$ cat src/fletcherPkg.sv
`default_nettype none

package fletcherPkg;

    // ~~~~~~~~~~~~~~~~~~~~~~~~~~~~~~
    // widths
    // ~~~~~~~~~~~~~~~~~~~~~~~~~~~~~~

    localparam int AddrWidth = 8;  // 256 words in the buffer.
    localparam int WordWidth = 16; // fletcher-32 works on 16-bit words.

    typedef logic [AddrWidth-1:0] bufAddr_t;
    typedef logic [WordWidth-1:0] word_t;

    // ~~~~~~~~~~~~~~~~~~~~~~~~~~~~~~
    // host side bundles
    // ~~~~~~~~~~~~~~~~~~~~~~~~~~~~~~

    // one checksum job, sampled with cmdStart.
    typedef struct packed {
        bufAddr_t startAddr;
        logic [AddrWidth:0] wordCount; // 0 to 256.
    } checksumCmd_t;

    // host write port into the shared buffer.
    typedef struct packed {
        logic we;
        bufAddr_t addr;
        word_t data;
    } hostWrite_t;

    // ~~~~~~~~~~~~~~~~~~~~~~~~~~~~~~
    // engine control
    // ~~~~~~~~~~~~~~~~~~~~~~~~~~~~~~

    typedef enum logic [1:0] {
        Idle,   // waiting for a start.
        Fetch,  // requesting addresses.
        Drain,  // all granted, waiting on data.
        Finish  // pulse done, latch result.
    } engineState_t;

endpackage

`default_nettype wire

$ cat src/dataBuffer.sv
`default_nettype none

module dataBuffer
    import fletcherPkg::*;
(
    input  logic       clk,
    input  hostWrite_t hostWrite,
    input  logic       rdEn,
    input  bufAddr_t   rdAddr,
    output word_t      rdData
);

    localparam int Depth = 2 ** AddrWidth;

    word_t mem [Depth];

    // ~~~~~~~~~~~~~~~~~~~~~~~~~~~~~~
    // host write port
    // ~~~~~~~~~~~~~~~~~~~~~~~~~~~~~~

    always_ff @(posedge clk) begin
        if (hostWrite.we) begin
            mem[hostWrite.addr] <= hostWrite.data;
        end
    end

    // ~~~~~~~~~~~~~~~~~~~~~~~~~~~~~~
    // engine read port
    // ~~~~~~~~~~~~~~~~~~~~~~~~~~~~~~

    // a write to the same address this cycle is not seen yet.
    always_ff @(posedge clk) begin
        if (rdEn) begin
            rdData <= mem[rdAddr]; // one cycle latency.
        end
    end

endmodule

`default_nettype wire

$ cat config.mk
export PLATFORM = sky130hd
export DESIGN_NAME = dataBuffer
export DESIGN_NICKNAME = d
export VERILOG_FILES = /design/src/fletcherPkg.sv /design/src/dataBuffer.sv
export SDC_FILE = /design/constraint.sdc
export NUM_CORES = 2
export LEC_CHECK = 0
export BUFFER_PORTS_ARGS = -buffer_cell sky130_fd_sc_hd__buf_2
export CORE_AREA = 4 4 520 522
export CTS_BUF_LIST = sky130_fd_sc_hd__clkbuf_4 sky130_fd_sc_hd__clkbuf_8
export DETAILED_ROUTE_END_ITERATION = 8
export DIE_AREA = 0 0 524 526
export PLACE_DENSITY_LB_ADDON = 0.25
export SETUP_SLACK_MARGIN = 0.5
export SYNTH_ARGS = -nofsm -noshare
export SYNTH_HDL_FRONTEND = slang
export SYNTH_SLANG_ARGS = --single-unit
$ cat constraint.sdc
create_clock -name clk -period 4 [get_ports clk]
set_input_delay 0.4 -clock clk [delete_from_list [all_inputs] [get_ports clk]]
set_output_delay 0.4 -clock clk [all_outputs]
set_load 0.005 [all_outputs]
==> results.yml <==
clocking:
  cts_setup_buffers: 0
  cts_root_buffer: "clkbuf_8"
  cts_tree: "built"
  cts_sinks: 4112
  cts_buffers: 639
  clk_pin_slew_ps: 60
  h-tree-depth: 6
  clock_latency_ps: 1060
  cts.path.max_buffers: 4
timing:
  worstMarginPinSlew_ps: 1359
  fin_crit_sh_pct: 77.40
  rsz0062_at_grt: "false"
  tns_ps: 0
  final_hold_viol_count: 0
  timing.hold.ws_ps: 136.6
  slew_headroom_pct: 8.709
  drv_slew: 0
  period_needed_ps: 3096
  clock-skew-final_ps: 69.77
  fin_ws_ps: 903.9
  setup_viol: 0
  max_freq_mhz: 323.0
floorplanning:
  die_x_um: 524
  die_h_um: 526
  start_util_pct: 59.93
  ioPinCount: 51
  core-area_um2: 265100
  row_count: 189
  dieArea_um2: 275600
layout:
  final_nets: 8273
  final_cells: 12240
  mostFrequentLayoutCell: "edfxtp_1"
  mostFrequentLayoutCells: "edfxtp_1 (4112), mux4_2 (797), clkbuf_8 (651)"
  drive_above_1_share_pct: 29.26
  nFillCells: 16110
  syn2layout_area_growth_pct: 12.69
  final_core_util_pct: 67.54
synthesis:
  netlist_instances: 7360
  yosys.cell_types.count: 51
  synthFlopType: "edfxtp_1"
  synth_fp_nets: 7395
  synthSimpleGateAreaFrac_pct: 1.573
  synthMuxAreaShare_pct: 15.48
  synthTopCellsByArea: "edfxtp_1 (78%), mux4_2 (11%), mux2i_1 (3.6%)"
  yosysWarnings: 0
  synth_fa_ha_area_share_pct: 0
  yosys.area.top_type: "edfxtp_1"
  netlist_area_um2: 158900
  synth_compound_area_share_pct: 3.534
  yosys_register_bits: 4112
  synth_xor_area_share_pct: 0
  ys_seq_area_share_pct: 77.72
  yosysTopAreaCellShare_pct: 77.72
  avgSynthCellArea_um2: 21.59
  synthArstFlopShare_pct: 0
  synth_top_family_by_area: "multiplexers"
  synth_edf_count: 4112
worst_hold_path:
  hold_start: "hostWrite[22]"
  hp-class: "input pin to flip-flop"
grt:
  grt_pass1_vias: 81850
  grt_max_degree: 148
  globalRouteOverflowTotal: 0
  antenna_found_initial: 25
  grt_first_pass_wirelength_mm: 592.8
  grt_usage_pct: 30.15
power:
  p_per_area_nw_per_um2: 477.9
  irDropWorstVdd_uv: 468.3
  power.leakage_nw: 57.76
worst_setup_path:
  crit_fanout: 46
  startpoint: "rdAddr[0]"
  worstPathCellList: "buf_12 > buf_4 > buf_12 > buf_4 > mux4_2 > o22ai_1 > nor3_1 > buf_4 > nor4_1 > nor4_1"
  timing.rr.start: "mem[27][5]"
  r2r_end: "rdData[5]"
  cp_slowest_cell: "nor4_1"
  arrival_ps: 3860
  critPathCaptureType: "flip-flop"
  reg2reg_slack_ps: 930
  slowest_delay_ps: 920
  path_common_cell: "buf_4"
  reg2reg_depth: 5
  cp.required_ps: 4760
  start_kind: "input pin"
  cp-endpoint: "rdData[12]"
  critPathKind: "input pin to flip-flop"
routing:
  ant_nets: 0
  drt_iter0_drc: 12460
  wl_per_cell_um: 33.80
  routed-via-count: 82360
  vias_per_cell: 6.728
  drcViolationCount: 0
  wl_mm: 413.7
  firstDrtPassIters: 6
flow_run:
  drv_cap: 0
placed_design:
  finalWeightedCongestion: 0.9222
  portBuffers: 50
  dp_hpwl_mm: 246.2
  place_ws_ps: -257.5
  place_inst: 11110
outcome:
  status: "finished clean"
-- power by group --
group | total [mW] | switching, mW | internal [mW]
sequential | 47.6 | 0.0573 | 47.5
combinational | 4.57 | 2.95 | 1.61
clock | 33.4 | 15.9 | 17.5
-- flip-flops by register name (all words and copies together), names as in the netlist --
name,cells
mem,4096
rdData,16
-- cell usage after synthesis, types with 2 or more instances --
cell and n:
a21oi_1 175, a221oi_1 28, a2111oi_0 6, nand2b_1 3, a21o_1 2, a31oi_1 6, nand3_1 35, o31ai_1 16
nor4bb_1 2, buf_2 76, inv_1 3, mux2i_1 565, and3_1 11, o21ai_0 37, edfxtp_1 4112, a211oi_1 18
nor2b_1 9, buf_8 11, nor3_1 92, o32ai_1 20, or3_1 2, a22oi_1 43, mux2_2 88, nand4b_1 3
clkbuf_1 230, nor2_1 304, buf_6 77, or2_2 4, buf_12 5, buf_1 27, o221ai_1 252, nand2_1 38
nand4_1 26, mux4_2 797, and4_1 2, nor4_1 17, a22o_1 32, buf_4 26, o22ai_1 148
-- layout make-up --
cell class / count / area [um^2] / area share [%]
repair buffers: 689 / 6271 / 3.503
diodes: 9 / 22.52 / 0.01258
multi-input cells: 2792 / 32870 / 18.36
well taps: 3533 / 4420 / 2.469
clock inverters: 257 / 1539 / 0.8596
clock buffers: 845 / 10410 / 5.814
inverters: 4 / 27.53 / 0.01537
flip-flops and latches: 4112 / 123500 / 68.97
-- how the worst min path moves through the flow --
| stage | to | slack, ps | depth (start not counted) |
|---|---|---|---|
| detailed placement | mem[246][6] | 840 | 1 |
| floorplan | mem[0][0] | 500 | 0 |
| global route | mem[222][1] | 110 | 4 |
| CTS | mem[223][1] | 30 | 4 |
| finish | mem[222][1] | 140 | 4 |
| global placement | mem[246][6] | 830 | 1 |
-- through the flow --
stage / area [um^2] / power, mW
after floorplan: 158900 / 50.81
after global placement: 166900 / 52.89
after detailed placement: 166900 / 53.00
after CTS: 179000 / 85.92
after global routing: 179000 / 88.31
final: 179000 / 85.57
-- layer usage --
metal  global-route usage, %  vias to the layer above  routed length, um
met5                       0                        -                 88
met4                   12.37                       12              18420
met3                   8.228                      866              53080
met2                   44.60                     5581             190600
met1                   43.22                    42760             151600
li1                        -                    33140                  -
-- cell families (layout without fill, tap and decap cells) --
logic type      Yosys count  count (layout)
simple gates            556             556
mux                    1450            1450
buf+inv                 456            1795
flops                  4112            4112
other cells               0               9
compound gates          786             786
-- worst max-delay path, delay by kind of cell --
kind            cells  cell delay, ps
buf+inv             5            1430
mux                 1             610
compound gates      1             190
simple gates        3            1090
-- what timing repair did --
item,CTS,global route
endpoints found under the hold margin,1012,0
hold buffers,18,0
gates resized for setup,0,0
No activity file was read; power rests on OpenSTA's default activity.
