`config.mk`:
```
export PLATFORM = sky130hd
export DESIGN_NAME = bufferArbiter
export DESIGN_NICKNAME = d
export VERILOG_FILES = /design/src/fletcherPkg.sv /design/src/bufferArbiter.sv
export SDC_FILE = /design/constraint.sdc
export NUM_CORES = 1
export LEC_CHECK = 0
export ABC_AREA = 1
export BUFFER_PORTS_ARGS = -buffer_cell sky130_fd_sc_hd__buf_2
export CAP_MARGIN = 25
export CELL_PAD_IN_SITES_DETAIL_PLACEMENT = 1
export CELL_PAD_IN_SITES_GLOBAL_PLACEMENT = 1
export CORE_MARGIN = 2
export CORE_UTILIZATION = 29
export DETAILED_ROUTE_END_ITERATION = 8
export GPL_ROUTABILITY_DRIVEN = 0
export PLACE_DENSITY = 0.93
export REMOVE_ABC_BUFFERS = 1
export SETUP_SLACK_MARGIN = 0.05
export SLEW_MARGIN = 30
export SYNTH_ARGS = -nofsm -noshare
export SYNTH_HDL_FRONTEND = slang
export SYNTH_SLANG_ARGS = --single-unit
export TNS_END_PERCENT = 30
```
`constraint.sdc`:
```
create_clock -name clk -period 3.3 [get_ports clk]
set_clock_uncertainty 0.1 [all_clocks]
set_input_delay 0.33 -clock clk [delete_from_list [all_inputs] [get_ports clk]]
set_output_delay 0.33 -clock clk [all_outputs]
set_load 0.005 [all_outputs]
```
`src/fletcherPkg.sv`:
```
`default_nettype none

package fletcherPkg;

    // ~~~~~~~~~~~~~~~~~~~~~~~~~~~~~~
    // widths
    // ~~~~~~~~~~~~~~~~~~~~~~~~~~~~~~

    localparam int AddrWidth = 8;  // 256 words in the buffer.
    localparam int WordWidth = 16; // fletcher-32 works on 16-bit words.

    typedef logic [AddrWidth-1:0] bufAddr_t;
    typedef logic [WordWidth-1:0] word_t;

    // ~~~~~~~~~~~~~~~~~~~~~~~~~~~~~~
    // host side bundles
    // ~~~~~~~~~~~~~~~~~~~~~~~~~~~~~~

    // one checksum job, sampled with cmdStart.
    typedef struct packed {
        bufAddr_t startAddr;
        logic [AddrWidth:0] wordCount; // 0 to 256.
    } checksumCmd_t;

    // host write port into the shared buffer.
    typedef struct packed {
        logic we;
        bufAddr_t addr;
        word_t data;
    } hostWrite_t;

    // ~~~~~~~~~~~~~~~~~~~~~~~~~~~~~~
    // engine control
    // ~~~~~~~~~~~~~~~~~~~~~~~~~~~~~~

    typedef enum logic [1:0] {
        Idle,   // waiting for a start.
        Fetch,  // requesting addresses.
        Drain,  // all granted, waiting on data.
        Finish  // pulse done, latch result.
    } engineState_t;

endpackage

`default_nettype wire

```
`src/bufferArbiter.sv`:
```
`default_nettype none

module bufferArbiter
    import fletcherPkg::*;
#(
    parameter int NumEngines = 3
) (
    input  logic                      clk,
    input  logic                      rst,
    input  logic [NumEngines-1:0]     readReq,
    input  bufAddr_t [NumEngines-1:0] readAddr,
    output logic [NumEngines-1:0]     readGrant,
    output logic                      rdEn,
    output bufAddr_t                  rdAddr,
    output logic [NumEngines-1:0]     dataValid
);

    localparam int IdxWidth = (NumEngines > 1) ? $clog2(NumEngines) : 1;
    localparam logic [IdxWidth-1:0] LastIdx = IdxWidth'(NumEngines - 1);

    logic [IdxWidth-1:0] ptr;    // highest priority this cycle.
    logic [IdxWidth-1:0] winner;
    logic anyReq;

    assign anyReq = |readReq;

    // ~~~~~~~~~~~~~~~~~~~~~~~~~~~~~~
    // rotating priority pick
    // ~~~~~~~~~~~~~~~~~~~~~~~~~~~~~~

    always_comb begin
        int cand;
        logic found;
        found = 1'b0;
        winner = '0;
        readGrant = '0;
        cand = 0;
        for (int k = 0; k < NumEngines; k++) begin
            cand = (int'(ptr) + k) % NumEngines; // walk from the pointer.
            if (!found && readReq[cand]) begin
                found = 1'b1;
                winner = IdxWidth'(cand);
                readGrant[cand] = 1'b1;
            end
        end
    end

    assign rdEn = anyReq;
    assign rdAddr = readAddr[winner];

    // ~~~~~~~~~~~~~~~~~~~~~~~~~~~~~~
    // pointer and return steering
    // ~~~~~~~~~~~~~~~~~~~~~~~~~~~~~~

    always_ff @(posedge clk) begin
        if (rst) begin
            ptr <= '0;
        end else if (anyReq) begin
            ptr <= (winner == LastIdx) ? '0 : winner + 1'b1; // skip past the winner.
        end
    end

    // data comes back one cycle after the grant.
    always_ff @(posedge clk) begin
        if (rst) begin
            dataValid <= '0;
        end else begin
            dataValid <= readGrant;
        end
    end

endmodule

`default_nettype wire

```
==> impl_metrics.tcl, run 1 <==
set metrics [dict create \
    ir_worst_vdd_uv 420.1 \
    tns_ns 0 \
    core.rowCount 18 \
    die_x_um 54.92 \
    synth.top_cell.area_share_pct 21.96 \
    final_nets 219 \
    max_slew.worst_pin.slew_ns 0.3191 \
    placed_area_um2 1005 \
    clk_latency_ns 0.24 \
    drtPass1Iterations 4 \
    setup_ws_ns 0.5983 \
    maxCapViolations 0 \
    area_growth_pct 37.11 \
    io_pins 44 \
    yosys_warnings 0 \
    grt_max_degree 11 \
    rsz0062_at_grt "false" \
    dpl_worst_slack_ns 0.8506 \
    ctsHoldBuffers 0 \
    grt_pass1_wl_um 3822 \
    synth_top_area_cell "nand2_1" \
    worst-setup-path-type "flop to output port" \
    cts_sinks 5 \
    cts_max_path_buffers 2 \
    synth-seq-cells 5 \
    portBuffers 43 \
    place_hpwl_um 2112 \
    cts_max_level 1 \
    switching_share_pct 55.18 \
    path_max_fanout 10 \
    dieArea_um2 3016 \
    max_freq_mhz 370.1 \
    maxSlewViolCount 0 \
    grt_overflow_total 0 \
    syn_area_um2 752.0 \
    start_util_pct 30.35 \
    critPathLaunchType "flop" \
    numCtsBuffers 3 \
    detail-route-antenna-nets 0 \
    setup_viol 0 \
    cts-root-buf "clkbuf_4" \
    hold_viol 0 \
    grt_pass1_vias 921 \
    drc 0 \
    power_density_nw_per_um2 954.8 \
    drt_iter0_markers 12 \
    period_share_pct 81.87 \
    grtUsageMet2_pct 29.37 \
    antenna_found_initial 0 \
    track_usage_pct 17.35 \
    status "finished, final reports clean" \
    postCtsSetupBuffers 0 \
    synthCells 138 \
    layout-drive-gt1-share_pct 31.89 \
    via_per_inst 4.698 \
    final_area_um2 1031 \
    n_antenna_cell 0 \
    holdWs_ns 0.2089 \
    end_kind "output port" \
    cts_resized 0 \
    worst-endpoint-required_ns 2.87 \
    power.internal_mw 0.4411 \
    synth_area_per_cell_um2 5.449 \
    via_count 1010 \
    max_slew_margin_pct 78.56 \
    worstPathArrival_ns 2.27 \
    ys_types 17 \
    post_layout_nonfiller_instances 215 \
    clockPowerShare_pct 7.3 \
    synthTopCellsByArea "nand2_1, nand3_1, inv_1" \
    p_sw_mw 0.5432 \
    met1_usage_pct 22.09 \
    clk_pin_slew_ns 0.05 \
    seqPwrFrac_pct 9.9 \
    p_comb_share_pct 82.8 \
    drt_wl_total_um 2402 \
    die_h_um 54.92 \
    hp-class "primary input to flop" \
    top_usage_layer "met2" \
    drt-wirelength-per-cell_um 11.17 \
    finalCriticalPeriod_ns 2.702 \
    core_area_um2 2477 \
    ys_seq_area_share_pct 13.31 \
    power.leakage_nw 0.6749 \
    cts_tree "yes" \
    dp_cells 211 \
    use_met3_pct 1.882 \
]
-- routing by layer --
layer	vias to the layer above	part of all wire [%]
met4	0	1.1
met5	-	0
met2	9	54
met1	473	44
met3	2	1.2
li1	526	-
-- sequential cells by signal, summed over array words and instances (netlist names) --
signal     flops
ptr            2
dataValid      3
-- cells in the mapped netlist (all sizes together) --
cell type,number
nand3,31
ha,4
nor2,7
nand4,1
nor3,1
dfxtp,5
nand2,49
inv,33
a21oi,5
o21ai,2
-- through the flow --
step | utilization (%) | total power [mW]
after floorplan | - | 0.6482
after global placement | 40.56 | 0.9090
after detailed placement | 40.56 | 0.9221
after CTS | 41.62 | 1.001
after global routing | 41.62 | 1.121
final | 41.62 | 0.9844
-- final cells by class --
class                      instances  area, um^2
clock buffer                       4       26.28
tap                               30       37.54
multi-input combinational        100       528.0
timing repair buffer              43       215.2
inverter                          33       123.9
fill                             383        1446
sequential                         5       100.1
-- power groups by stage --
stage                     Clock, mW  Combinational [mW]  Sequential, mW
after global placement            0               0.813          0.0963
after global routing         0.0795               0.942          0.0997
final                        0.0714               0.815          0.0975
after CTS                    0.0764               0.827          0.0977
after floorplan                   0               0.550          0.0978
after detailed placement          0               0.824          0.0978
-- logic make-up after synthesis --
group | share of synthesized area (%)
AND/OR/NAND/NOR | 58.90
buffers and inverters | 16.47
AO/OA/AOI/OAI | 4.657
flip-flops | 13.31
adder cells (fa/ha/maj) | 6.656
-- worst paths after layout --
check	start	endpoint	slack, ns	depth (start not counted)
min	rst	dataValid[2]$_SDFF_PP0_	0.21	2
max reg2reg	ptr[0]$_SDFFE_PP0P_	ptr[0]$_SDFFE_PP0P_	1.26	14
max	ptr[0]$_SDFFE_PP0P_	rdAddr[2]	0.60	14
min reg2reg	ptr[1]$_SDFFE_PP0P_	ptr[1]$_SDFFE_PP0P_	0.41	2
-- placed cells by master (no fill, tap or decap) --
master / synthesis / routed
nand2_1: 44 / 44
buf_2: 0 / 43
inv_1: 29 / 29
nand3_1: 29 / 29
nor2_1: 5 / 5
a21oi_1: 5 / 5
dfxtp_1: 5 / 5
inv_2: 4 / 4
nand2_2: 4 / 4
ha_1: 4 / 4
clkbuf_4: 0 / 3
nand3_4: 2 / 2
nor3_1: 1 / 1
o21ai_1: 1 / 1
nor2_4: 1 / 1
o21ai_0: 1 / 1
nand2_4: 1 / 1
nor2_8: 1 / 1
nand4_1: 1 / 1
clkbuf_1: 0 / 1
-- worst max-delay path: stages, from the launching register on --
cell,delay (ns)
dfxtp_1,0.36
inv_1,0.09
ha_1,0.36
inv_2,0.10
nand2_1,0.05
nand2_1,0.08
nand2_1,0.07
nand2_2,0.12
nand3_1,0.18
nand3_4,0.20
nand2_4,0.10
nand2_1,0.07
nand3_1,0.08
nand2_1,0.07
buf_2,0.10
(Power assumes the default switching activity.)
==> run 2: changes to the inputs <==
CORE_UTILIZATION = 26   (was 29)
PLACE_DENSITY = 0.85   (was 0.93)
clock period = 2.7 ns   (was 3.3 ns; I/O delays follow)
==> impl_metrics.tcl, run 2 (synthesized netlist as in run 1, its figures left out) <==
set metrics [dict create \
    status "finished, final reports clean" \
    final_nets 224 \
    die_x_um 57.78 \
    worst-setup-path-type "flop to output port" \
    via_per_inst 4.652 \
    largestRegisters "dataValid x3, ptr x2" \
    start_util_pct 27.27 \
    io_pins 44 \
    maxCapViolations 0 \
    placed_area_um2 1006 \
    rsz0062_at_grt "false" \
    drc 0 \
    cts-root-buf "clkbuf_4" \
    antenna_found_initial 0 \
    drt-wirelength-per-cell_um 12.27 \
    dieArea_um2 3339 \
    final_area_um2 1119 \
    core.rowCount 19 \
    hp-class "primary input to flop" \
    maxSlewViolCount 0 \
    largest_reg_flops 3 \
    tns_ns 0 \
    detail-route-antenna-nets 0 \
    cts_sinks 5 \
    clk_pin_slew_ns 0.04 \
    cp_common_cell "nand2_1" \
    worstPathArrival_ns 2.11 \
    max_slew_margin_pct 78.70 \
    track_usage_pct 13.86 \
    end_kind "output port" \
    cts_max_level 1 \
    final_common_cell "nand2_1" \
    power_mw 1.361 \
    power.leakage_nw 0.7004 \
    clk_latency_ns 0.24 \
    cts_max_path_buffers 2 \
    ir_worst_vdd_uv 664.5 \
    hold_viol 0 \
    setup_viol 0 \
    drt_iter0_markers 31 \
    grt_max_degree 11 \
    drtPass1Iterations 4 \
    cpMaxStageDelayCell "dfxtp_1" \
    layout-drive-gt1-share_pct 38.42 \
    power_density_nw_per_um2 1216 \
    max_freq_mhz 402.5 \
    die_h_um 57.78 \
    core_area_um2 2758 \
    drt_wl_total_um 2711 \
    layout_common_cells "nand2_1, buf_2, inv_1" \
    critPathMaxStageDelay_ns 0.37 \
    portBuffers 43 \
    path_max_fanout 8 \
    period_share_pct 92.02 \
    grt_pass1_wl_um 3726 \
    finalCriticalPeriod_ns 2.484 \
    cts_tree "yes" \
    crit_chain "inv_2 -> ha_4 -> inv_2 -> nand2_1 -> nand2_1 -> nand2_1 -> nand2_2 -> nor2_4 -> nand3_4 -> nand2_4 -> nand2_1 -> nand3_1 -> nand2_1 -> buf_2" \
    ctsHoldBuffers 0 \
    area_growth_pct 48.75 \
    max_slew.worst_pin.slew_ns 0.3187 \
    grt_pass1_vias 902 \
    place_hpwl_um 1979 \
    numCtsBuffers 3 \
    top_register "dataValid" \
    via_count 1028 \
    n_antenna_cell 0 \
    grt_overflow_total 0 \
    worst-endpoint-required_ns 2.33 \
    critPathLaunchType "flop" \
]
[run 2: cell count changes in the layout (fill, tap and decap cells not counted), moves of 2 or more]
cell     delta
inv_2       +2
ha_1        -2
nand3_2     +5
buf_4       +2
inv_1       -2
nand3_1     -3
[run 2: cell type report]
class                   instances  area, um^2
clock buffers                   4       26.28
fillers                       402        1639
inverters                      33       123.9
multi-input cells             103       598.1
flip-flops and latches          5       101.3
well taps                      31       38.79
repair buffers                 45       230.2
[run 2: where the power goes]
group / switching [mW] / total, mW / leakage, nW / internal (mW)
clock: 0.0312 / 0.0871 / 0.0150 / 0.0559
combinational: 0.706 / 1.15 / 0.644 / 0.448
sequential: 0.0149 / 0.119 / 0.0416 / 0.104
[run 2: path summary, 6_finish.rpt]
check / from / endpoint / slack [ns] / cells after the start
max: ptr[0]$_SDFFE_PP0P_ / rdAddr[4] / 0.22 / 14
min: rst / dataValid[1]$_SDFF_PP0_ / 0.15 / 2
max reg2reg: ptr[0]$_SDFFE_PP0P_ / ptr[0]$_SDFFE_PP0P_ / 0.68 / 14
min reg2reg: ptr[1]$_SDFFE_PP0P_ / ptr[1]$_SDFFE_PP0P_ / 0.40 / 2
[run 2: metal layers]
layer | global-route usage (%) | share of wire (%) | vias to the layer above | wire length (um)
li1 | - | - | 536 | -
met1 | 16.58 | 46 | 459 | 1236
met5 | 0 | 0 | - | 0
met3 | 4.018 | 6.3 | 0 | 170
met2 | 25.49 | 48 | 33 | 1304
met4 | 0.9967 | 0 | 0 | 0
[run 2: worst max-delay path: cells and delay by family, from the launching register on]
family	cells	cell delay (ns)
and+or+nand+nor	10	0.97
adders and majority gates	1	0.29
DFF	1	0.37
buffers and inverters	3	0.25
[run 2: what timing repair did]
item / 4_1_cts / 5_1_grt
endpoints found under the hold margin: 0 / 0
resized for setup: 0 / 10
setup endpoints to repair: 0 / 8
buffers inserted: 0 / 2
[run 2: through the flow]
stage / std cells / util (%) / setup slack [ns] / hold slack [ns]
2_1_floorplan: 138 / - / 0.7026 / 0.2391
3_3_place_gp: 212 / 36.48 / 0.3976 / 0.4082
3_5_place_dp: 212 / 36.48 / 0.3763 / 0.4075
4_1_cts: 216 / 37.43 / 0.1079 / 0.1463
5_1_grt: 221 / 40.56 / 0.02326 / 0.1414
6_report: 221 / 40.56 / 0.2156 / 0.1489
