File: src/fletcherPkg.sv
`default_nettype none

package fletcherPkg;

    // ~~~~~~~~~~~~~~~~~~~~~~~~~~~~~~
    // widths
    // ~~~~~~~~~~~~~~~~~~~~~~~~~~~~~~

    localparam int AddrWidth = 8;  // 256 words in the buffer.
    localparam int WordWidth = 16; // fletcher-32 works on 16-bit words.

    typedef logic [AddrWidth-1:0] bufAddr_t;
    typedef logic [WordWidth-1:0] word_t;

    // ~~~~~~~~~~~~~~~~~~~~~~~~~~~~~~
    // host side bundles
    // ~~~~~~~~~~~~~~~~~~~~~~~~~~~~~~

    // one checksum job, sampled with cmdStart.
    typedef struct packed {
        bufAddr_t startAddr;
        logic [AddrWidth:0] wordCount; // 0 to 256.
    } checksumCmd_t;

    // host write port into the shared buffer.
    typedef struct packed {
        logic we;
        bufAddr_t addr;
        word_t data;
    } hostWrite_t;

    // ~~~~~~~~~~~~~~~~~~~~~~~~~~~~~~
    // engine control
    // ~~~~~~~~~~~~~~~~~~~~~~~~~~~~~~

    typedef enum logic [1:0] {
        Idle,   // waiting for a start.
        Fetch,  // requesting addresses.
        Drain,  // all granted, waiting on data.
        Finish  // pulse done, latch result.
    } engineState_t;

endpackage

`default_nettype wire

File: src/fletcherAccumulator.sv
`default_nettype none

module fletcherAccumulator
    import fletcherPkg::*;
(
    input  logic        clk,
    input  logic        rst,
    input  logic        clear,
    input  logic        en,
    input  word_t       din,
    output logic [31:0] sums
);

    word_t sumA;
    word_t sumB;
    word_t nextA;
    word_t nextB;

    // ~~~~~~~~~~~~~~~~~~~~~~~~~~~~~~
    // ones complement helpers
    // ~~~~~~~~~~~~~~~~~~~~~~~~~~~~~~

    // add with the carry wrapped back in, keeps the residue mod 65535.
    function automatic word_t addEac(word_t x, word_t y);
        logic [WordWidth:0] s;
        s = {1'b0, x} + {1'b0, y};
        return s[WordWidth-1:0] + WordWidth'(s[WordWidth]);
    endfunction

    // 16'hFFFF and 0 are the same residue; report 0.
    function automatic word_t fold(word_t v);
        return (v == '1) ? '0 : v;
    endfunction

    assign nextA = addEac(sumA, din);
    assign nextB = addEac(sumB, nextA); // b takes the updated a.

    always_ff @(posedge clk) begin
        if (rst) begin
            sumA <= '0;
            sumB <= '0;
        end else if (clear) begin
            sumA <= '0;
            sumB <= '0;
        end else if (en) begin
            sumA <= nextA;
            sumB <= nextB;
        end
    end

    assign sums = {fold(sumB), fold(sumA)}; // sum b high, sum a low.

endmodule

`default_nettype wire

File: src/checksumEngine.sv
`default_nettype none

module checksumEngine
    import fletcherPkg::*;
(
    input  logic         clk,
    input  logic         rst,
    input  logic         cmdStart,
    input  checksumCmd_t cmd,
    output logic         readReq,
    output bufAddr_t     readAddr,
    input  logic         readGrant,
    input  logic         dataValid,
    input  word_t        rdData,
    output logic         busy,
    output logic         done,
    output logic [31:0]  checksum
);

    engineState_t state;
    bufAddr_t addr;
    logic [AddrWidth:0] reqLeft; // words still to be granted.
    logic [AddrWidth:0] rcvLeft; // words still to come back.
    logic accClear;
    logic [31:0] sums;

    // ~~~~~~~~~~~~~~~~~~~~~~~~~~~~~~
    // read port towards the arbiter
    // ~~~~~~~~~~~~~~~~~~~~~~~~~~~~~~

    assign readReq = (state == Fetch); // held until granted.
    assign readAddr = addr;
    assign busy = (state != Idle);

    // a fresh job starts from zero sums.
    assign accClear = (state == Idle) && cmdStart;

    fletcherAccumulator acc_i (
        .clk   (clk),
        .rst   (rst),
        .clear (accClear),
        .en    (dataValid),
        .din   (rdData),
        .sums  (sums)
    );

    // ~~~~~~~~~~~~~~~~~~~~~~~~~~~~~~
    // control FSM
    // ~~~~~~~~~~~~~~~~~~~~~~~~~~~~~~

    always_ff @(posedge clk) begin
        if (rst) begin
            state <= Idle;
            done <= 1'b0;
            addr <= '0;
            reqLeft <= '0;
            rcvLeft <= '0;
        end else begin
            done <= 1'b0;
            case (state)
                Idle: begin
                    if (cmdStart) begin
                        addr <= cmd.startAddr;
                        reqLeft <= cmd.wordCount;
                        rcvLeft <= cmd.wordCount;
                        if (cmd.wordCount == '0) begin
                            state <= Finish; // nothing to read.
                        end else begin
                            state <= Fetch;
                        end
                    end
                end
                Fetch: begin
                    if (readGrant) begin
                        addr <= addr + 1'b1;
                        reqLeft <= reqLeft - 1'b1;
                        if (reqLeft == 1) begin
                            state <= Drain; // last address went out.
                        end
                    end
                    if (dataValid) begin
                        rcvLeft <= rcvLeft - 1'b1;
                    end
                end
                Drain: begin
                    if (dataValid) begin
                        rcvLeft <= rcvLeft - 1'b1;
                        if (rcvLeft == 1) begin
                            state <= Finish;
                        end
                    end
                end
                Finish: begin
                    done <= 1'b1;
                    state <= Idle; // busy drops with done.
                end
                default: begin
                    state <= Idle;
                end
            endcase
        end
    end

    // result register, held until the next job finishes.
    always_ff @(posedge clk) begin
        if (state == Finish) begin
            checksum <= sums;
        end
    end

endmodule

`default_nettype wire

File: config.mk
export PLATFORM = sky130hd
export DESIGN_NAME = checksumEngine
export DESIGN_NICKNAME = d
export VERILOG_FILES = /design/src/fletcherPkg.sv /design/src/fletcherAccumulator.sv /design/src/checksumEngine.sv
export SDC_FILE = /design/constraint.sdc
export NUM_CORES = 1
export LEC_CHECK = 0
export BUFFER_PORTS_ARGS = -buffer_cell sky130_fd_sc_hd__buf_4
export CORE_MARGIN = 8
export CORE_UTILIZATION = 40
export CTS_CLUSTER_SIZE = 16
export DETAILED_ROUTE_END_ITERATION = 8
export PLACE_DENSITY = 0.63
export SLEW_MARGIN = 5
export SYNTH_ARGS = -nofsm -noshare
export SYNTH_HDL_FRONTEND = slang
export SYNTH_SLANG_ARGS = --single-unit
File: constraint.sdc
create_clock -name clk -period 6.05 [get_ports clk]
set_input_delay 0.605 -clock clk [delete_from_list [all_inputs] [get_ports clk]]
set_output_delay 0.605 -clock clk [all_outputs]
set_load 0.03 [all_outputs]
==> results of run 1 <==
[critical path, delay by kind of cell]
family	cells	cell delay [ns]
buf+inv	4	0.35
xor+xnor	1	0.15
fa+ha+maj	5	1.04
compound gates	12	1.74
simple gates	12	2.15
[layout make-up]
cell class,count,area share (%)
multi-input cells,593,50.01
flip-flops and latches,93,26.02
repair buffers,180,16.15
well taps,216,3.221
clock buffers,10,2.848
inverters,25,1.118
clock inverters,6,0.6411
[state kept, by name (all words and copies together) (netlist names)]
register	flops
checksum	32
acc_i.sumA	16
acc_i.sumB	16
rcvLeft	9
reqLeft	9
readAddr	8
state	2
done	1
[cells in the final DEF, fill, tap and decap left out, types with 4 or more instances in the layout]
master     instances
buf_4            179
nor2_1            72
dfxtp_1           60
a21oi_1           47
ha_1              45
o21ai_0           43
nand2_1           42
nor2b_1           37
edfxtp_1          32
a211oi_1          29
nand3_1           27
xnor2_1           26
inv_1             24
mux2i_1           19
nand4_1           18
xor2_1            18
nand2b_1          12
a21o_1            12
nor4_1            10
clkbuf_16          9
o22ai_1            8
nor3_1             7
nor3b_1            7
a22oi_1            7
o21ai_1            6
a221oi_1           5
nand2_2            5
nor2_2             4
o21a_1             4
o31ai_1            4
or2_2              4
[per-stage QoR]
stage / cells / power (mW) / instance area (sq um)
final: 1123 / 3.382 / 8392
after detailed placement: 1101 / 2.760 / 7951
after global placement: 1101 / 2.744 / 7951
after global routing: 1123 / 3.658 / 8392
after CTS: 1121 / 3.354 / 8284
after floorplan: 742 / 2.182 / 6487
[kinds of logic (layout without fill, tap and decap cells)]
group / Yosys count / count (layout) / share of synthesized area, %
and+or+nand+nor: 278 / 278 / 22.48
AOI/OAI and AO/OA: 197 / 197 / 20.32
DFF: 93 / 93 / 33.94
buffers and inverters: 56 / 221 / 3.387
adders and majority gates: 52 / 52 / 10.35
xor gates and xnor gates: 46 / 46 / 6.384
muxes: 20 / 20 / 3.133
[metal layers]
metal | up-vias | wire length (um) | GRT usage, %
li1 | 3048 | - | -
met1 | 2784 | 8157 | 22.09
met2 | 113 | 8260 | 29.13
met3 | 32 | 819 | 4.307
met4 | 0 | 399 | 5.257
met5 | - | 0 | 0
[where the power goes]
group / switching [mW] / internal, mW
Sequential: 0.142 / 0.780
Clock: 0.270 / 0.298
Combinational: 1.06 / 0.835
[what timing repair did]
| action | CTS | global route |
|---|---|---|
| buffers inserted | 4 | 2 |
| pin swaps | 10 | 13 |
| endpoints found under the setup margin | 1 | 14 |
| gates resized for setup | 2 | 22 |
[worst min path at each step]
stage,startpoint,end,slack [ns],depth (start not counted)
6_report,reqLeft[3]$_SDFFE_PP0P_,reqLeft[3]$_SDFFE_PP0P_,0.52,2
5_1_grt,cmd[9],readAddr[0]$_SDFFE_PP0P_,0.54,3
4_1_cts,acc_i.sumB[15]$_SDFFE_PP0P_,acc_i.sumB[15]$_SDFFE_PP0P_,0.52,2
3_5_place_dp,reqLeft[3]$_SDFFE_PP0P_,reqLeft[3]$_SDFFE_PP0P_,0.51,2
3_3_place_gp,reqLeft[3]$_SDFFE_PP0P_,reqLeft[3]$_SDFFE_PP0P_,0.51,2
2_1_floorplan,acc_i.sumB[15]$_SDFFE_PP0P_,acc_i.sumB[15]$_SDFFE_PP0P_,0.47,2
==> flow_metrics.tcl, run 1 <==
set metrics [dict create \
    cts-buffers-inserted 9 \
    slew_viol_final 0 \
    maxCapViolations 0 \
    place_ws_ns -0.3747 \
    grt_pass1_vias 5597 \
    cts_sinks 93 \
    io_pins 81 \
    synth_ff_type "dfxtp_1" \
    first_pass_iters 4 \
    hpwl_um 13400 \
    max_stage_delay_ns 0.49 \
    rsz0062_at_grt "yes" \
    antennaDiodeCount 0 \
    synth-seq-area-share_pct 33.94 \
    root_buffer "clkbuf_16" \
    rows 46 \
    port_buffers 80 \
    finalHoldViolations 0 \
    wl_um 17640 \
    cp.arrival_ns 6.05 \
    start_util_pct 40.76 \
    grt_max_degree 55 \
    nets 992 \
    routed_via_density 5.322 \
    powerDensity_nw_per_um2 403.0 \
    die_h_um 142.8 \
    timing.fmax_ghz 0.1706 \
    cp_slowest_cell "or4b_4" \
    dieWidth_um 142.8 \
    critPathRequiredTime_ns 6.24 \
    fillers 1546 \
    dieArea_sq_um 20380 \
    netlist_area_sq_um 6429 \
    fin_util_pct 53.21 \
    area_growth_pct 30.54 \
    cts_tree "done" \
    min_path_type "reg2reg" \
    synth_top_area_cell "dfxtp_1" \
    ys_seq_elements 93 \
    r2r_slack_ns 0.20 \
    seq_area_sq_um 2183 \
    crit_end "acc_i.sumB[15]$_SDFFE_PP0P_" \
    avgRoutedWirePerCell_um 15.70 \
    p_leak_nw 3.578 \
    timing.final.crit_period_ns 5.861 \
    grt_pass1_wl_um 28570 \
    ant_nets 0 \
    fin_setup_tns_ns 0 \
    grt_use_total_pct 17.58 \
    r2r_start "acc_i.sumA[0]$_SDFFE_PP0P_" \
    antenna_found_initial 0 \
    num_vias 5977 \
    avgSynthCellArea_sq_um 8.664 \
    drc 0 \
    htree_levels 3 \
    core-area_sq_um 15770 \
    synthCells 742 \
    async_reset_ff_share_pct 0 \
    startpoint_type "input pin" \
    status "finished clean" \
    synth_common_cells "nor2_1, dfxtp_1, ha_1" \
    synth_most_common_cell "nor2_1" \
    finalSetupViolations 0 \
    clock_latency_ns 0.35 \
    finalClockSkew_ns 0.009600 \
    multi_input_area_sq_um 4197 \
    synth_top_area_share_pct 19.00 \
    clockBufferDepth 2 \
    ys_warn_count 0 \
    peakVddDrop_uv 175.5 \
    fin_ws_ns 0.1894 \
    worst_setup_path_end_kind "flop" \
    synth-edff-count 32 \
    path_clk_slew_ns 0.07 \
    initialDrtViolationCount 266 \
    ctsHoldBuffers 0 \
    synth.area.top_cells "dfxtp_1, edfxtp_1, ha_1, nor2_1, a21oi_1" \
    holdWs_ns 0.5226 \
    reg2reg_depth 33 \
    cp_max_fo 3 \
    drive_gt1_share_pct 27.78 \
    worstSetupStartpoint "rdData[0]" \
    grt_overflow_total 0 \
    fin_crit_sh_pct 96.87 \
    timing.rr.end "acc_i.sumB[15]$_SDFFE_PP0P_" \
    place_congestion 0.8877 \
    synth_nets 832 \
    ys_types 73 \
    worst_pin_slew_ns 1.187 \
    path_class "in2reg" \
    slew_headroom_pct 20.22 \
]
No activity file was read; power rests on OpenSTA's default activity.
==> run 2: changes to the inputs <==
--- a/config.mk
+++ b/config.mk
@@ -7,11 +7,10 @@
 export LEC_CHECK = 0
 export BUFFER_PORTS_ARGS = -buffer_cell sky130_fd_sc_hd__buf_4
 export CORE_MARGIN = 8
-export CORE_UTILIZATION = 40
+export CORE_UTILIZATION = 35
 export CTS_CLUSTER_SIZE = 16
 export DETAILED_ROUTE_END_ITERATION = 8
-export PLACE_DENSITY = 0.63
-export SLEW_MARGIN = 5
+export PLACE_DENSITY = 0.57
 export SYNTH_ARGS = -nofsm -noshare
 export SYNTH_HDL_FRONTEND = slang
 export SYNTH_SLANG_ARGS = --single-unit
==> run 2 against run 1 <==
  * Sequential power hardly changed
  * Largest power group unchanged
  * First-iteration DRC count shrank 19%
  * Combinational power is 3% higher
  * Register-to-register slack worse by 0.07 ns
  * Routed wire length up 3.5%
  * Flip-flop and latch count is the same
  * Maximum frequency down 1.0%
  * Sequential share of layout area fell by 0.25 points
  * Largest cell class unchanged
==> flow_metrics.tcl, run 2 (synthesis results as in run 1) <==
set metrics [dict create \
    status "finished clean" \
    hpwl_um 13890 \
    min_delay_path_depth 2 \
    cp_num_buf_inv 4 \
    num_vias 6004 \
    drive_gt1_share_pct 28.68 \
    critPathRequiredTime_ns 6.24 \
    fillers 1800 \
    min_to "reqLeft[3]$_SDFFE_PP0P_" \
    grt_use_total_pct 16.26 \
    place_ws_ns -0.3349 \
    core-area_sq_um 18020 \
    grt_pass1_vias 5740 \
    clock_latency_ns 0.36 \
    worst_pin_slew_ns 1.092 \
    finalClockSkew_ns 0.01479 \
    routed_via_density 5.239 \
    instances_no_fill 1146 \
    nets 1002 \
    r2r_start "acc_i.sumA[0]$_SDFFE_PP0P_" \
    cp_slowest_cell "or4b_4" \
    ant_nets 0 \
    avgRoutedWirePerCell_um 15.93 \
    startpoint_type "input pin" \
    worst_setup_path_end_kind "flop" \
    dieArea_sq_um 22960 \
    fin_setup_tns_ns 0 \
    timing.rr.end "acc_i.sumB[15]$_SDFFE_PP0P_" \
    cp.arrival_ns 6.11 \
    reg2reg_depth 33 \
    die_h_um 151.5 \
    cts_sinks 93 \
    cts_tree "done" \
    antenna_found_initial 0 \
    maxCapViolations 0 \
    largest_reg_flops 32 \
    grt_max_degree 55 \
    clockBufferDepth 2 \
    first_pass_iters 4 \
    wl_um 18260 \
    root_buffer "clkbuf_16" \
    place_inst 1123 \
    slew_headroom_pct 26.91 \
    fin_ws_ns 0.1292 \
    port_buffers 80 \
    cts-buffers-inserted 9 \
    path_delay_family "compound AO/OA/AOI/OAI gates" \
    htree_levels 3 \
    initialDrtViolationCount 215 \
    drc 0 \
    layout_common_cells "buf_4, nor2_1, dfxtp_1" \
    area_growth_pct 31.78 \
    top_register "checksum" \
    timing.final.crit_period_ns 5.921 \
    path_clk_slew_ns 0.08 \
    path_class "in2reg" \
    top_regs "checksum (32), acc_i.sumA (16), acc_i.sumB (16)" \
    dieWidth_um 151.5 \
    rsz0062_at_grt "yes" \
    slew_viol_final 0 \
    place_congestion 0.8355 \
    grt_pass1_wl_um 29590 \
    fin_util_pct 47.00 \
    cp_max_fo 3 \
    r2r_slack_ns 0.13 \
    max_stage_delay_ns 0.50 \
    finalHoldViolations 0 \
    peakVddDrop_uv 194.0 \
    grt_overflow_total 0 \
    min_path_type "reg2reg" \
    timing.fmax_ghz 0.1689 \
    antennaDiodeCount 0 \
    finalSetupViolations 0 \
    start_util_pct 35.67 \
    powerDensity_nw_per_um2 407.0 \
    p_leak_nw 3.633 \
    rows 49 \
    hp-start "reqLeft[3]$_SDFFE_PP0P_" \
    io_pins 81 \
    fin_crit_sh_pct 97.86 \
    final_common_cell "buf_4" \
    ctsHoldBuffers 0 \
]
## run 2: cell types whose count changed in the layout (fill, tap and decap cells not counted), moves of 2 or more
cell | before | now
buf_4 | 179 | 189
inv_4 | 0 | 2
inv_8 | 1 | 3
nand2_1 | 42 | 44
nand2_2 | 5 | 3
o21ai_2 | 2 | 4
## run 2: power by group
group	leakage [nW]	internal (mW)	switching [mW]
logic	2.69	0.873	1.07
clock network	0.147	0.291	0.291
registers	0.797	0.779	0.140
total	3.63	1.94	1.50
## run 2: per-layer routing
layer	GRT usage, %	part of all wire (%)
met1	20.89	46
met2	27.11	48
met3	2.673	4.3
met4	5.683	1.7
met5	0	0
## run 2: worst max-delay path by stage
stage,from,endpoint,slack (ns),cells after the start
6_report,rdData[0],acc_i.sumB[15]$_SDFFE_PP0P_,0.13,34
5_1_grt,acc_i.sumA[0]$_SDFFE_PP0P_,acc_i.sumB[15]$_SDFFE_PP0P_,-0.18,33
4_1_cts,rdData[0],acc_i.sumB[15]$_SDFFE_PP0P_,0.03,36
3_5_place_dp,rdData[0],acc_i.sumB[15]$_SDFFE_PP0P_,-0.33,36
3_3_place_gp,rdData[0],acc_i.sumB[15]$_SDFFE_PP0P_,-0.25,36
2_1_floorplan,rdData[0],acc_i.sumB[15]$_SDFFE_PP0P_,0.006,35
## run 2: tightest hold or removal path, stage by stage (launching register included)
cell and delay (ns):
dfxtp_1 0.35, a22oi_1 0.07, nor2_1 0.08
## run 2: timing repair
action,CTS,global route
setup buffers,0,8
endpoints found under the setup margin,0,12
resized for setup,0,23
## run 2: area by class of cell
class | count | area, sq um | share of cell area [%]
multi-input cells | 593 | 4189 | 49.45
flip-flops and latches | 93 | 2183 | 25.77
repair buffers | 190 | 1430 | 16.88
well taps | 229 | 286.5 | 3.382
clock buffers | 9 | 225.2 | 2.658
inverters | 25 | 93.84 | 1.108
clock inverters | 7 | 63.81 | 0.7532
## run 2: per-stage QoR
| step | hold slack (ns) | cell area, sq um | power, mW |
|---|---|---|---|
| detailed placement | 0.5079 | 8035 | 2.817 |
| CTS | 0.5153 | 8324 | 3.409 |
| global route | 0.5293 | 8472 | 3.732 |
| global placement | 0.5054 | 8035 | 2.806 |
| floorplan | 0.4723 | 6487 | 2.182 |
| finish | 0.5252 | 8472 | 3.448 |
